<file path="config.mk">
export PLATFORM = sky130hd
export DESIGN_NAME = hb_axi_frontend
export DESIGN_NICKNAME = d
export VERILOG_FILES = /design/src/hb_cfg_pkg.sv /design/src/hb_proto_pkg.sv /design/src/hb_cmd_if.sv /design/src/hb_axi_frontend.sv /design/src/hb_cmd_path.sv /design/src/hb_rx_path.sv /design/src/hb_trans_ctrl.sv /design/src/hb_tx_path.sv
export SDC_FILE = /design/constraint.sdc
export NUM_CORES = 1
export LEC_CHECK = 0
export BUFFER_PORTS_ARGS = -buffer_cell sky130_fd_sc_hd__buf_2
export CAP_MARGIN = 20
export CELL_PAD_IN_SITES_DETAIL_PLACEMENT = 1
export CELL_PAD_IN_SITES_GLOBAL_PLACEMENT = 2
export CORE_ASPECT_RATIO = 2
export CORE_MARGIN = 4
export CORE_UTILIZATION = 30
export DETAILED_ROUTE_END_ITERATION = 6
export GPL_TIMING_DRIVEN = 0
export PLACE_DENSITY = 0.8
export SYNTH_ARGS = -nofsm -noshare
export SYNTH_HDL_FRONTEND = slang
export SYNTH_SLANG_ARGS = --single-unit
</file>
<file path="constraint.sdc">
create_clock -name clk_i -period 3.3 [get_ports clk_i]
set_input_delay 0.66 -clock clk_i [delete_from_list [all_inputs] [get_ports clk_i]]
set_output_delay 0.66 -clock clk_i [all_outputs]
set_load 0.01 [all_outputs]
</file>
<file path="src/hb_cfg_pkg.sv">
// ========================================
// Widths, derived sizes and word types
// of the AXI to HyperBus front end
// ========================================
package hb_cfg_pkg;

    // Bus widths
    localparam int unsigned AxiDataWidth = 32;
    localparam int unsigned AxiAddrWidth = 32;
    localparam int unsigned PhyWidth     = 16;

    // Chip defaults, overridden from the top level
    localparam int unsigned NumChips     = 2;
    localparam int unsigned ChipAddrBits = 20;

    // PHY words in one full AXI beat
    localparam int unsigned WordsPerBeat = AxiDataWidth / PhyWidth;

    typedef logic [AxiAddrWidth-1:0] axi_addr_t;
    typedef logic [AxiDataWidth-1:0] axi_data_t;
    typedef logic [PhyWidth-1:0]     phy_data_t;
    typedef logic [PhyWidth/8-1:0]   phy_strb_t;

    // Burst length in 16-bit words
    typedef logic [15:0] hb_blen_t;

endpackage

</file>
<file path="src/hb_proto_pkg.sv">
// ========================================
// AXI and HyperBus protocol enums and
// the HyperBus transfer descriptor
// ========================================
package hb_proto_pkg;

    // Command type, also the arbiter's last grant
    typedef enum logic {
        HB_OP_READ  = 1'b0,
        HB_OP_WRITE = 1'b1
    } hb_op_e;

    // AXI response codes in use
    typedef enum logic [1:0] {
        HB_RESP_OKAY   = 2'b00,
        HB_RESP_SLVERR = 2'b10
    } hb_resp_e;

    // AXI burst encodings
    typedef enum logic [1:0] {
        HB_BURST_FIXED = 2'b00,
        HB_BURST_INCR  = 2'b01,
        HB_BURST_WRAP  = 2'b10
    } hb_burst_e;

    // Descriptor handed to the PHY
    typedef struct packed {
        logic                 write;
        logic                 address_space;
        logic                 burst_type;
        logic [31:0]          address;
        hb_cfg_pkg::hb_blen_t burst;
    } hb_trans_t;

endpackage

</file>
<file path="src/hb_cmd_if.sv">
`timescale 1ns/1ps
// ========================================
// Accepted command, shared by datapaths
// ========================================
interface hb_cmd_if;
    import hb_proto_pkg::*;

    logic       cmd_valid;
    hb_op_e     op;
    // AXI size, 1 or 2
    logic [2:0] size;
    // Address bit 1, the starting halfword
    logic       lane;
    // AXI len plus one
    logic [8:0] beats;
    // Pulse on the trans handshake
    logic       start;

    modport source (output cmd_valid, op, size, lane, beats, start);
    modport sink   (input  cmd_valid, op, size, lane, beats, start);

endinterface

</file>
<file path="src/hb_axi_frontend.sv">
`timescale 1ns/1ps
// ========================================
// AXI4 to HyperBus front end, top level
// ========================================
module hb_axi_frontend #(
    parameter int unsigned NumChips     = hb_cfg_pkg::NumChips,
    parameter int unsigned ChipAddrBits = hb_cfg_pkg::ChipAddrBits
) (
    input  logic                                  clk_i,
    input  logic                                  rst_ni,
    // AXI write address
    input  logic                                  aw_valid_i,
    output logic                                  aw_ready_o,
    input  hb_cfg_pkg::axi_addr_t                 aw_addr_i,
    input  logic [7:0]                            aw_len_i,
    input  logic [2:0]                            aw_size_i,
    input  logic [1:0]                            aw_burst_i,
    // AXI read address
    input  logic                                  ar_valid_i,
    output logic                                  ar_ready_o,
    input  hb_cfg_pkg::axi_addr_t                 ar_addr_i,
    input  logic [7:0]                            ar_len_i,
    input  logic [2:0]                            ar_size_i,
    input  logic [1:0]                            ar_burst_i,
    // AXI W, R and B
    input  logic                                  w_valid_i,
    output logic                                  w_ready_o,
    input  hb_cfg_pkg::axi_data_t                 w_data_i,
    input  logic [hb_cfg_pkg::AxiDataWidth/8-1:0] w_strb_i,
    input  logic                                  w_last_i,
    output logic                                  r_valid_o,
    input  logic                                  r_ready_i,
    output hb_cfg_pkg::axi_data_t                 r_data_o,
    output hb_proto_pkg::hb_resp_e                r_resp_o,
    output logic                                  r_last_o,
    output logic                                  b_valid_o,
    input  logic                                  b_ready_i,
    output hb_proto_pkg::hb_resp_e                b_resp_o,
    // PHY
    input  logic                                  rx_valid_i,
    output logic                                  rx_ready_o,
    input  hb_cfg_pkg::phy_data_t                 rx_data_i,
    input  logic                                  rx_last_i,
    input  logic                                  rx_error_i,
    output logic                                  tx_valid_o,
    input  logic                                  tx_ready_i,
    output hb_cfg_pkg::phy_data_t                 tx_data_o,
    output hb_cfg_pkg::phy_strb_t                 tx_strb_o,
    output logic                                  tx_last_o,
    input  logic                                  b_valid_i,
    output logic                                  b_ready_o,
    input  logic                                  b_error_i,
    output hb_proto_pkg::hb_trans_t               trans_o,
    output logic [NumChips-1:0]                   trans_cs_o,
    output logic                                  trans_valid_o,
    input  logic                                  trans_ready_i,
    // Configuration and status
    input  logic [4:0]                            addr_mask_msb_i,
    input  logic                                  addr_space_i,
    output logic                                  trans_active_o
);
    import hb_proto_pkg::*;

    logic wr_en;
    logic rx_done;
    logic tx_done;
    logic b_done;

    hb_cmd_if cmd ();

    // Completion events
    assign rx_done = rx_valid_i & rx_ready_o & rx_last_i;
    assign tx_done = tx_valid_o & tx_ready_i & tx_last_o;
    assign b_done  = b_valid_i & b_ready_i;

    // B passes straight through
    assign b_valid_o = b_valid_i;
    assign b_ready_o = b_ready_i;
    assign b_resp_o  = b_error_i ? HB_RESP_SLVERR : HB_RESP_OKAY;

    hb_cmd_path #(
        .NumChips     ( NumChips     ),
        .ChipAddrBits ( ChipAddrBits )
    ) i_cmd_path (
        .clk_i, .rst_ni,
        .aw_valid_i, .aw_ready_o, .aw_addr_i, .aw_len_i, .aw_size_i, .aw_burst_i,
        .ar_valid_i, .ar_ready_o, .ar_addr_i, .ar_len_i, .ar_size_i, .ar_burst_i,
        .busy_i          ( trans_active_o ),
        .addr_mask_msb_i, .addr_space_i,
        .trans_o, .trans_cs_o, .trans_valid_o, .trans_ready_i,
        .cmd             ( cmd.source     )
    );

    hb_rx_path i_rx_path (
        .clk_i, .rst_ni,
        .rx_valid_i, .rx_ready_o, .rx_data_i, .rx_last_i, .rx_error_i,
        .r_valid_o, .r_ready_i, .r_data_o, .r_resp_o, .r_last_o,
        .cmd             ( cmd.sink       )
    );

    hb_tx_path i_tx_path (
        .clk_i, .rst_ni,
        .w_valid_i, .w_ready_o, .w_data_i, .w_strb_i, .w_last_i,
        .tx_valid_o, .tx_ready_i, .tx_data_o, .tx_strb_o, .tx_last_o,
        .wr_en_i         ( wr_en          ),
        .cmd             ( cmd.sink       )
    );

    hb_trans_ctrl i_trans_ctrl (
        .clk_i, .rst_ni,
        .rx_done_i       ( rx_done        ),
        .tx_done_i       ( tx_done        ),
        .b_done_i        ( b_done         ),
        .busy_o          ( trans_active_o ),
        .wr_en_o         ( wr_en          ),
        .cmd             ( cmd.sink       )
    );

endmodule

</file>
<file path="src/hb_cmd_path.sv">
`timescale 1ns/1ps
// ========================================
// AR/AW round-robin arbiter, command
// register and descriptor conversion
// ========================================
module hb_cmd_path #(
    parameter int unsigned NumChips     = hb_cfg_pkg::NumChips,
    parameter int unsigned ChipAddrBits = hb_cfg_pkg::ChipAddrBits
) (
    input  logic                    clk_i,
    input  logic                    rst_ni,
    input  logic                    aw_valid_i,
    output logic                    aw_ready_o,
    input  hb_cfg_pkg::axi_addr_t   aw_addr_i,
    input  logic [7:0]              aw_len_i,
    input  logic [2:0]              aw_size_i,
    input  logic [1:0]              aw_burst_i,
    input  logic                    ar_valid_i,
    output logic                    ar_ready_o,
    input  hb_cfg_pkg::axi_addr_t   ar_addr_i,
    input  logic [7:0]              ar_len_i,
    input  logic [2:0]              ar_size_i,
    input  logic [1:0]              ar_burst_i,
    input  logic                    busy_i,
    input  logic [4:0]              addr_mask_msb_i,
    input  logic                    addr_space_i,
    output hb_proto_pkg::hb_trans_t trans_o,
    output logic [NumChips-1:0]     trans_cs_o,
    output logic                    trans_valid_o,
    input  logic                    trans_ready_i,
    hb_cmd_if.source                cmd
);
    import hb_cfg_pkg::*;
    import hb_proto_pkg::*;

    logic       cmd_valid_q;
    hb_op_e     op_q;
    axi_addr_t  addr_q;
    logic [7:0] len_q;
    logic [2:0] size_q;
    logic       idle;
    logic       gnt_w;
    logic       gnt_r;
    logic       ax_hs;
    logic       trans_hs;
    axi_addr_t  sel_addr;
    logic [2:0] sel_size;
    hb_burst_e  sel_burst;
    logic [8:0] beats;
    axi_addr_t  chip_idx;

    // ========================================
    // Arbitration
    // ========================================

    // Opposite side of the last grant wins a tie
    assign idle       = ~cmd_valid_q & ~busy_i;
    assign gnt_w      = aw_valid_i & (~ar_valid_i | (op_q == HB_OP_READ));
    assign gnt_r      = ar_valid_i & ~gnt_w;
    assign aw_ready_o = idle & gnt_w;
    assign ar_ready_o = idle & gnt_r;
    assign ax_hs      = aw_ready_o | ar_ready_o;

    assign sel_addr  = gnt_w ? aw_addr_i : ar_addr_i;
    assign sel_size  = gnt_w ? aw_size_i : ar_size_i;
    assign sel_burst = hb_burst_e'(gnt_w ? aw_burst_i : ar_burst_i);

    assign trans_valid_o = cmd_valid_q;
    assign trans_hs      = cmd_valid_q & trans_ready_i;

    // op_q doubles as the last grant, so READ after reset lets write win
    always_ff @(posedge clk_i or negedge rst_ni) begin
        if (!rst_ni) begin
            cmd_valid_q <= 1'b0;
            op_q        <= HB_OP_READ;
        end else if (ax_hs) begin
            cmd_valid_q <= 1'b1;
            op_q        <= gnt_w ? HB_OP_WRITE : HB_OP_READ;
        end else if (trans_hs) begin
            cmd_valid_q <= 1'b0;
        end
    end

    always_ff @(posedge clk_i) begin
        if (ax_hs) begin
            addr_q <= sel_addr;
            len_q  <= gnt_w ? aw_len_i : ar_len_i;
            size_q <= sel_size;
        end
    end

    // ========================================
    // Descriptor
    // ========================================

    assign beats    = {1'b0, len_q} + 9'd1;
    assign chip_idx = (addr_q >> ChipAddrBits) % NumChips;

    always_comb begin
        for (int unsigned i = 0; i < NumChips; i++) begin
            trans_cs_o[i] = (chip_idx == i);
        end
    end

    assign trans_o.write         = (op_q == HB_OP_WRITE);
    assign trans_o.address_space = addr_space_i;
    // Linear bursts only
    assign trans_o.burst_type    = 1'b1;
    assign trans_o.address       = (addr_q & ~(32'hFFFF_FFFF << addr_mask_msb_i)) >> 1;
    assign trans_o.burst         = (size_q == 3'd2) ? hb_blen_t'(beats * WordsPerBeat)
                                                    : hb_blen_t'(beats);

    assign cmd.cmd_valid = cmd_valid_q;
    assign cmd.op        = op_q;
    assign cmd.size      = size_q;
    assign cmd.lane      = addr_q[1];
    assign cmd.beats     = beats;
    assign cmd.start     = trans_hs;

    // Only incrementing, size-aligned bursts are granted
    a_burst_incr : assert property (@(posedge clk_i) disable iff (!rst_ni)
        ax_hs |-> sel_burst == HB_BURST_INCR);
    a_addr_aligned : assert property (@(posedge clk_i) disable iff (!rst_ni)
        ax_hs |-> (sel_addr & ~(32'hFFFF_FFFF << sel_size)) == '0);

endmodule

</file>
<file path="src/hb_rx_path.sv">
`timescale 1ns/1ps
// ========================================
// PHY word to AXI R beat packing
// ========================================
module hb_rx_path (
    input  logic                   clk_i,
    input  logic                   rst_ni,
    input  logic                   rx_valid_i,
    output logic                   rx_ready_o,
    input  hb_cfg_pkg::phy_data_t  rx_data_i,
    input  logic                   rx_last_i,
    input  logic                   rx_error_i,
    output logic                   r_valid_o,
    input  logic                   r_ready_i,
    output hb_cfg_pkg::axi_data_t  r_data_o,
    output hb_proto_pkg::hb_resp_e r_resp_o,
    output logic                   r_last_o,
    hb_cmd_if.sink                 cmd
);
    import hb_cfg_pkg::*;
    import hb_proto_pkg::*;

    localparam int unsigned WordIdxW = $clog2(WordsPerBeat);
    typedef logic [WordIdxW-1:0] word_idx_t;

    logic       rd_active_q;
    logic       r_valid_q;
    logic       r_last_q;
    logic       err_q;
    logic       lane_q;
    word_idx_t  word_q;
    logic [8:0] beats_left_q;
    axi_data_t  data_q;
    logic       rx_hs;
    logic       full_beat;
    logic       beat_done;
    word_idx_t  pos;

    assign full_beat = (cmd.size == 3'd2);
    // Full beats fill low half first, halfword beats follow the lane
    assign pos       = full_beat ? word_q : word_idx_t'(lane_q);
    assign beat_done = full_beat ? (word_q == word_idx_t'(WordsPerBeat - 1)) : 1'b1;

    // Hold the PHY while an R beat waits
    assign rx_ready_o = rd_active_q & ~r_valid_q;
    assign rx_hs      = rx_valid_i & rx_ready_o;

    always_ff @(posedge clk_i or negedge rst_ni) begin
        if (!rst_ni) begin
            rd_active_q  <= 1'b0;
            r_valid_q    <= 1'b0;
            r_last_q     <= 1'b0;
            err_q        <= 1'b0;
            lane_q       <= 1'b0;
            word_q       <= '0;
            beats_left_q <= '0;
        end else begin
            if (r_valid_q && r_ready_i) begin
                r_valid_q <= 1'b0;
            end
            if (cmd.start && cmd.op == HB_OP_READ) begin
                rd_active_q  <= 1'b1;
                lane_q       <= cmd.lane;
                word_q       <= '0;
                beats_left_q <= cmd.beats;
            end else if (rx_hs) begin
                rd_active_q <= ~rx_last_i;
                // Error sticks for the rest of the beat
                err_q       <= rx_error_i | (err_q & (word_q != '0));
                if (beat_done) begin
                    r_valid_q    <= 1'b1;
                    r_last_q     <= (beats_left_q == 9'd1);
                    beats_left_q <= beats_left_q - 9'd1;
                    word_q       <= '0;
                    lane_q       <= full_beat ? lane_q : ~lane_q;
                end else begin
                    word_q <= word_q + 1'b1;
                end
            end
        end
    end

    always_ff @(posedge clk_i) begin
        if (rx_hs) begin
            data_q[pos*PhyWidth +: PhyWidth] <= rx_data_i;
        end
    end

    assign r_valid_o = r_valid_q;
    assign r_data_o  = data_q;
    assign r_last_o  = r_last_q;
    assign r_resp_o  = err_q ? HB_RESP_SLVERR : HB_RESP_OKAY;

    // PHY words only arrive for a read command
    a_rx_in_read : assert property (@(posedge clk_i) disable iff (!rst_ni)
        rx_hs |-> cmd.op == HB_OP_READ);

endmodule

</file>
<file path="src/hb_trans_ctrl.sv">
`timescale 1ns/1ps
// ========================================
// Transfer-active and write-enable state
// ========================================
module hb_trans_ctrl (
    input  logic   clk_i,
    input  logic   rst_ni,
    input  logic   rx_done_i,
    input  logic   tx_done_i,
    input  logic   b_done_i,
    output logic   busy_o,
    output logic   wr_en_o,
    hb_cmd_if.sink cmd
);
    import hb_proto_pkg::*;

    logic busy_q;
    logic busy_d;
    logic wr_en_q;
    logic wr_en_d;

    // Set overrules clear
    always_comb begin
        busy_d  = busy_q;
        wr_en_d = wr_en_q;
        if (rx_done_i || b_done_i) begin
            busy_d = 1'b0;
        end
        if (cmd.start) begin
            busy_d = 1'b1;
        end
        if (tx_done_i) begin
            wr_en_d = 1'b0;
        end
        if (cmd.start && cmd.op == HB_OP_WRITE) begin
            wr_en_d = 1'b1;
        end
    end

    always_ff @(posedge clk_i or negedge rst_ni) begin
        if (!rst_ni) begin
            busy_q  <= 1'b0;
            wr_en_q <= 1'b0;
        end else begin
            busy_q  <= busy_d;
            wr_en_q <= wr_en_d;
        end
    end

    assign busy_o  = busy_q;
    assign wr_en_o = wr_en_q;

    // The PHY completes nothing while a command still waits for it
    a_no_done_when_held : assert property (@(posedge clk_i) disable iff (!rst_ni)
        (rx_done_i || b_done_i) |-> !cmd.cmd_valid);

endmodule

</file>
<file path="src/hb_tx_path.sv">
`timescale 1ns/1ps
// ========================================
// AXI W beat to PHY word splitting
// ========================================
module hb_tx_path (
    input  logic                                     clk_i,
    input  logic                                     rst_ni,
    input  logic                                     w_valid_i,
    output logic                                     w_ready_o,
    input  hb_cfg_pkg::axi_data_t                    w_data_i,
    input  logic [hb_cfg_pkg::AxiDataWidth/8-1:0]    w_strb_i,
    input  logic                                     w_last_i,
    output logic                                     tx_valid_o,
    input  logic                                     tx_ready_i,
    output hb_cfg_pkg::phy_data_t                    tx_data_o,
    output hb_cfg_pkg::phy_strb_t                    tx_strb_o,
    output logic                                     tx_last_o,
    input  logic                                     wr_en_i,
    hb_cmd_if.sink                                   cmd
);
    import hb_cfg_pkg::*;

    localparam int unsigned WordIdxW = $clog2(WordsPerBeat);
    localparam int unsigned StrbW    = PhyWidth / 8;
    typedef logic [WordIdxW-1:0] word_idx_t;

    logic                      full_q;
    logic                      last_q;
    logic                      lane_q;
    word_idx_t                 word_q;
    logic [8:0]                beats_left_q;
    axi_data_t                 data_q;
    logic [AxiDataWidth/8-1:0] strb_q;
    logic                      w_hs;
    logic                      tx_hs;
    logic                      full_beat;
    logic                      final_word;
    word_idx_t                 pos;

    assign full_beat  = (cmd.size == 3'd2);
    assign pos        = full_beat ? word_q : word_idx_t'(lane_q);
    assign final_word = full_beat ? (word_q == word_idx_t'(WordsPerBeat - 1)) : 1'b1;

    // One beat buffer, refilled once all its words are out
    assign w_ready_o  = wr_en_i & ~full_q;
    assign w_hs       = w_valid_i & w_ready_o;
    assign tx_valid_o = full_q;
    assign tx_hs      = full_q & tx_ready_i;

    assign tx_data_o = data_q[pos*PhyWidth +: PhyWidth];
    assign tx_strb_o = strb_q[pos*StrbW +: StrbW];
    assign tx_last_o = last_q & final_word;

    always_ff @(posedge clk_i or negedge rst_ni) begin
        if (!rst_ni) begin
            full_q       <= 1'b0;
            last_q       <= 1'b0;
            lane_q       <= 1'b0;
            word_q       <= '0;
            beats_left_q <= '0;
        end else if (cmd.start) begin
            lane_q       <= cmd.lane;
            word_q       <= '0;
            beats_left_q <= cmd.beats;
        end else if (w_hs) begin
            full_q       <= 1'b1;
            last_q       <= w_last_i;
            word_q       <= '0;
            beats_left_q <= beats_left_q - 9'd1;
        end else if (tx_hs) begin
            if (final_word) begin
                full_q <= 1'b0;
                lane_q <= full_beat ? lane_q : ~lane_q;
            end else begin
                word_q <= word_q + 1'b1;
            end
        end
    end

    always_ff @(posedge clk_i) begin
        if (w_hs) begin
            data_q <= w_data_i;
            strb_q <= w_strb_i;
        end
    end

    // W last must match the AW burst length
    a_w_last_len : assert property (@(posedge clk_i) disable iff (!rst_ni)
        w_hs |-> w_last_i == (beats_left_q == 9'd1));

endmodule

</file>
==> results.toml, run 1 <==
[status]
status = "finished, final reports clean"

[drt]
num_vias = 4614
drt_iter0_drc = 109
drc = 0
viasPerCell = 4.577
drt_pass1_iterations = 4
ant_nets = 0
wire_per_inst_um = 18.24
wirelength_um = 18390

[final_layout]
nets = 898
layout_commonest_cell = "buf_2"
synthToLayoutAreaGrowth_pct = 36.17
fillers = 2205
drive_gt1_frac = 0.5114
final_cell_mix = "buf_2 (265), edfxtp_1 (109), mux2_2 (50)"

[floorplanning]
initial_utilization = 0.3080
die_area_sq_um = 23030
die_h_um = 210.7
core.rowCount = 73
die_w_um = 109.3
core-area_sq_um = 20000
io_pins = 282

[clocking]
cts_buffers = 17
clock_sinks = 132
cts_buffer_depth = 2
clk_pin_slew_worst_paths_ns = 0.06
postCtsSetupBuffers = 0
cts_tree = "built"
cts_resized = 0
h-tree-depth = 4
ctsHoldBuffers = 0
clockRootBuffer = "clkbuf_16"
worstSkewPairLatency_ns = 0.41

[worst_setup_path]
start_kind = "register"
cp.required_ns = 2.64
critPathCaptureType = "output pin"
path_class = "reg2out"
slowest_delay_ns = 0.41
worst_ep_arrival_time_ns = 2.42
worstRegToRegCells = 5
crit_fanout = 10
cpMaxStageDelayCell = "or3b_1"
crit_chain = "or3b_1, buf_6, mux2i_4, buf_12, mux2_4, buf_2"

[pwr]
pwr_density_cell_nw_per_um2 = 773.3
internal_power_mw = 4.377
p_clk_frac = 0.262
swShare = 0.3252
p_leak_nw = 3.694
seq_power_share = 0.405
vdd.ir_drop.worst_v = 0.0003079
switchingPower_mw = 2.110
combPwrFrac = 0.332

[timing]
fin_crit_sh = 0.9348
rsz0062_at_grt = "no"
drv_slew = 0
holdWs_ns = 0.2414
final_hold_viol_count = 0
finalCriticalPeriod_ns = 3.085
fin_worst_skew_ns = 0.006983
max_freq_mhz = 324.2
worst_pin_slew_ns = 0.8911
fin_ws_ns = 0.2152
setup_viol = 0
final.setup.tns_ns = 0
relSlewSlack = 0.4059

[grt]
grt_pass1_wl_um = 27410
grt_pass1_vias = 5166
grt_overflow = 0
grt_start_max_net_pins = 39
globalRouteTotalUtil = 0.1582
antenna_found_initial = 0

[synth]
async_flop_share = 0.1742
avgSynthCellArea_sq_um = 13.94
yosysWarnings = 0
syn-cell-area_sq_um = 6161
synthFlopType = "edfxtp_1"
ys_types = 52
ys_seq_area_frac = 0.6247
ys_seq_elements = 132
synth_edf_count = 109
syn_inst = 442

[placement]
port_buffers = 260
post-dp-hpwl_um = 15050
place.gp.congestion = 0.7705
pre_cts_ws_ns = 0.5740

[hold_path]
hp-class = "in2async"

[flow_run]
maxCapViolCount = 0
per-layer routing:
layer	part of all wire	global-route usage
met3	0.084	0.05109
met1	0.31	0.1396
met5	0	0
met2	0.59	0.3174
met4	0.019	0.05553
kinds of logic after synthesis:
group | count (synthesis) | share of synthesized area
xor gates and xnor gates | 16 | 0.02275
DFF | 132 | 0.6247
other | 2 | 0.001219
and+or+nand+nor | 123 | 0.1084
AOI/OAI and AO/OA | 53 | 0.06093
buffers and inverters | 44 | 0.04285
muxes | 69 | 0.1330
adders and majority gates | 3 | 0.006093
critical path, delay by kind of cell, from the launching register on:
| kind | cells | cell delay, ns |
|---|---|---|
| mux | 2 | 0.70 |
| buf+inv | 3 | 0.51 |
| simple gates | 1 | 0.41 |
| flops | 1 | 0.39 |
sequential cells by signal (all words and copies together), names as in the netlist, 3 cells and up:
register and flops:
i_cmd_path.len_q 8, i_cmd_path.cmd.size 3, i_tx_path.data_q 32, i_rx_path.r_data_o 32, i_rx_path.beats_left_q 9, i_tx_path.strb_q 4, i_cmd_path.addr_q 30
power by group through the flow:
stage               clock network [mW]  registers (mW)  logic (mW)
finish                            1.70            2.63        2.16
global route                      1.82            2.68        2.37
CTS                               1.75            2.64        2.21
detailed placement                   0            2.66        2.19
global placement                     0            2.64        2.09
floorplan                            0            2.64        1.31
cell usage after synthesis, types with 2 or more instances:
cell	count	area, sq um
o21ai_0	8	40.04
dfrtp_1	23	575.6
buf_4	18	135.1
o311a_1	2	20.02
a211oi_1	2	15.01
buf_2	5	25.02
nand4_1	2	12.51
and2_1	22	137.6
a31oi_1	2	12.51
o211a_1	5	50.05
inv_1	7	26.28
a21o_1	2	15.01
and3_1	9	56.30
xor2_1	12	105.1
nand3b_1	4	30.03
mux2i_1	7	70.07
mux2_4	10	150.1
or2_2	2	12.51
clkbuf_1	10	37.54
mux2_2	50	563.0
nand3_1	10	50.05
nor2b_1	24	150.1
ha_1	3	37.54
nand2_1	22	82.58
o21a_1	8	60.06
edfxtp_1	109	3273
nor2_1	20	75.07
conb_1	2	7.510
o31a_1	5	43.79
a21oi_1	12	60.06
xnor2_1	4	35.03
final timing paths:
check / startpoint / to / slack (ns)
worst max-delay path: i_cmd_path.cmd.size[0]$_DFFE_PP_ / tx_data_o[13] / 0.22
worst min-delay path: rst_ni / i_rx_path.r_last_o$_DFFE_PN0P_ / 0.24
worst max register to register: i_cmd_path.cmd.size[0]$_DFFE_PP_ / i_rx_path.r_data_o[4]$_DFFE_PP_ / 0.56
worst min register to register: i_rx_path.r_last_o$_DFFE_PN0P_ / i_rx_path.r_last_o$_DFFE_PN0P_ / 0.49
max in group asynchronous: rst_ni / i_tx_path.last_q$_DFFE_PN0P_ / 2.67
min in group clk_i: w_data_i[22] / i_tx_path.data_q[22]$_DFFE_PN_ / 0.42
area by class of cell:
| cell class | instances | area, sq um | area share |
|---|---|---|---|
| diodes | 1 | 2.502 | 0.0002983 |
| plain buffers | 37 | 237.7 | 0.02834 |
| clock buffers | 22 | 444.2 | 0.05295 |
| clock inverters | 10 | 85.08 | 0.01014 |
| inverters | 7 | 26.28 | 0.003132 |
| multi-input cells | 275 | 2085 | 0.2485 |
| flip-flops and latches | 132 | 3849 | 0.4588 |
| well taps | 262 | 327.8 | 0.03908 |
| repair buffers | 262 | 1333 | 0.1588 |
per-stage QoR:
stage | total power [mW] | instance area (sq um) | util | cells
floorplan | 3.956 | 6195 | - | 451
global placement | 4.738 | 7824 | 0.3911 | 973
detailed placement | 4.858 | 7858 | 0.3928 | 975
CTS | 6.596 | 8387 | 0.4193 | 1007
global route | 6.874 | 8387 | 0.4193 | 1007
finish | 6.487 | 8389 | 0.4194 | 1008
No activity file was read; power rests on OpenSTA's default activity.
==> run 2: changes to the inputs <==
--- a/config.mk
+++ b/config.mk
@@ -15,6 +15,7 @@
 export DETAILED_ROUTE_END_ITERATION = 6
 export GPL_TIMING_DRIVEN = 0
 export PLACE_DENSITY = 0.8
+export RECOVER_POWER = 50
 export SYNTH_ARGS = -nofsm -noshare
 export SYNTH_HDL_FRONTEND = slang
 export SYNTH_SLANG_ARGS = --single-unit
==> results.toml, run 2 (same netlist as run 1, synthesis figures left out) <==
[grt]
grt_pass1_vias = 5166
grt_start_max_net_pins = 39
grt_overflow = 0
grt_pass1_wl_um = 27410
globalRouteTotalUtil = 0.1582
antenna_found_initial = 0

[worst_setup_path]
r2r_slack_ns = 0.46
start_kind = "register"
r2r-start = "i_cmd_path.cmd.size[0]$_DFFE_PP_"
worstRegToRegCells = 5
crit_fanout = 10
worst_ep_arrival_time_ns = 2.42
cp.required_ns = 2.64
critPathLaunch = "i_cmd_path.cmd.size[0]$_DFFE_PP_"
path_class = "reg2out"
rr_endpoint = "i_rx_path.r_data_o[4]$_DFFE_PP_"
critPathCaptureType = "output pin"

[final_layout]
nets = 898
drive_gt1_frac = 0.4443
utilization = 0.4153
synthToLayoutAreaGrowth_pct = 34.85
final_cell_mix = "buf_2 (220), edfxtp_1 (109), clkbuf_1 (61)"
layout_commonest_cell = "buf_2"

[clocking]
clockRootBuffer = "clkbuf_16"
cts_tree = "built"
postCtsSetupBuffers = 0
clk_pin_slew_worst_paths_ns = 0.06
cts_buffers = 17
h-tree-depth = 4
clock_sinks = 132
cts_resized = 0
worstSkewPairLatency_ns = 0.41
cts_buffer_depth = 2
ctsHoldBuffers = 0

[drt]
wirelength_um = 18470
drt_iter0_drc = 107
highest_layer = "met4"
wl_met1_um = 5785
drt_pass1_iterations = 4
viasPerCell = 4.598
drc = 0
route.met3.wl_um = 1516
num_vias = 4635
ant_nets = 0
wire_per_inst_um = 18.33
wl_met2_um = 10820

[timing]
fin_worst_skew_ns = 0.006937
drv_slew = 39
worst_pin_slew_ns = 1.694
rsz0062_at_grt = "no"
finalCriticalPeriod_ns = 3.080
final_hold_viol_count = 0
fin_crit_sh = 0.9335
setup_viol = 0
final.setup.tns_ns = 0
relSlewSlack = -0.1293
max_freq_mhz = 324.6

[floorplanning]
die_w_um = 109.3
core.rowCount = 73
die_h_um = 210.7
core-area_sq_um = 20000
initial_utilization = 0.3080
die_area_sq_um = 23030
io_pins = 282

[hold_path]
worstHoldEndpoint = "i_tx_path.data_q[22]$_DFFE_PN_"
hp-start = "w_data_i[22]"
hold_depth = 1
hp-class = "in2reg"

[status]
violations = "capacitance limit, slew limit"
status = "complete, but fails checks"

[pwr]
pwr_density_cell_nw_per_um2 = 774.5
vdd.ir_drop.worst_v = 0.0003054
p_leak_nw = 3.562

[placement]
port_buffers = 260
place.gp.congestion = 0.7705
post-dp-hpwl_um = 15050

[flow_run]
maxCapViolCount = 1
-- run 2: worst max-delay path by stage --
stage / to / slack (ns) / cells after the start
final: tx_data_o[13] / 0.22 / 6
after global routing: tx_data_o[6] / 0.07 / 6
after CTS: tx_data_o[13] / 0.14 / 6
after detailed placement: i_rx_path.r_data_o[15]$_DFFE_PP_ / 0.57 / 5
after global placement: i_rx_path.r_data_o[19]$_DFFE_PP_ / 0.54 / 5
after floorplan: tx_data_o[0] / 0.94 / 5
-- run 2: metrics by stage --
step,instance area (sq um),cells,worst slack (ns),power (mW),hold slack (ns)
2_1_floorplan,6195,451,0.9441,3.956,0.3644
3_3_place_gp,7824,973,0.5387,4.738,0.4796
3_5_place_dp,7858,975,0.5740,4.858,0.4925
4_1_cts,8387,1007,0.1434,6.596,0.2465
5_1_grt,8305,1007,0.07160,6.826,0.4032
6_report,8308,1008,0.2196,6.434,0.4226
-- run 2: cell type report --
cell class | instances | area, sq um
inverters | 7 | 26.28
clock inverters | 10 | 85.08
flip-flops and latches | 132 | 3849
fillers | 2232 | 11700
diodes | 1 | 2.502
well taps | 262 | 327.8
repair buffers | 262 | 1261
plain buffers | 37 | 237.7
multi-input cells | 275 | 2074
clock buffers | 22 | 444.2
-- run 2: worst max-delay path, stage by stage, from the launching register on --
cell and delay [ns]:
edfxtp_1 0.39, or3b_1 0.41, buf_6 0.16, mux2i_4 0.40
buf_12 0.21, mux2_4 0.30, buf_2 0.14
-- run 2: per-layer routing --
metal  global-route usage  up-vias
met3              0.05109       20
met5                    0        -
met4              0.05553        0
met2               0.3174      199
met1               0.1396     2246
li1                     -     2170
-- run 2: report_power, final --
part	switching [mW]	leakage [nW]	internal, mW
clock	0.673	0.263	1.03
sequential	0.238	1.30	2.40
combinational	1.19	2.00	0.903
total	2.10	3.56	4.33
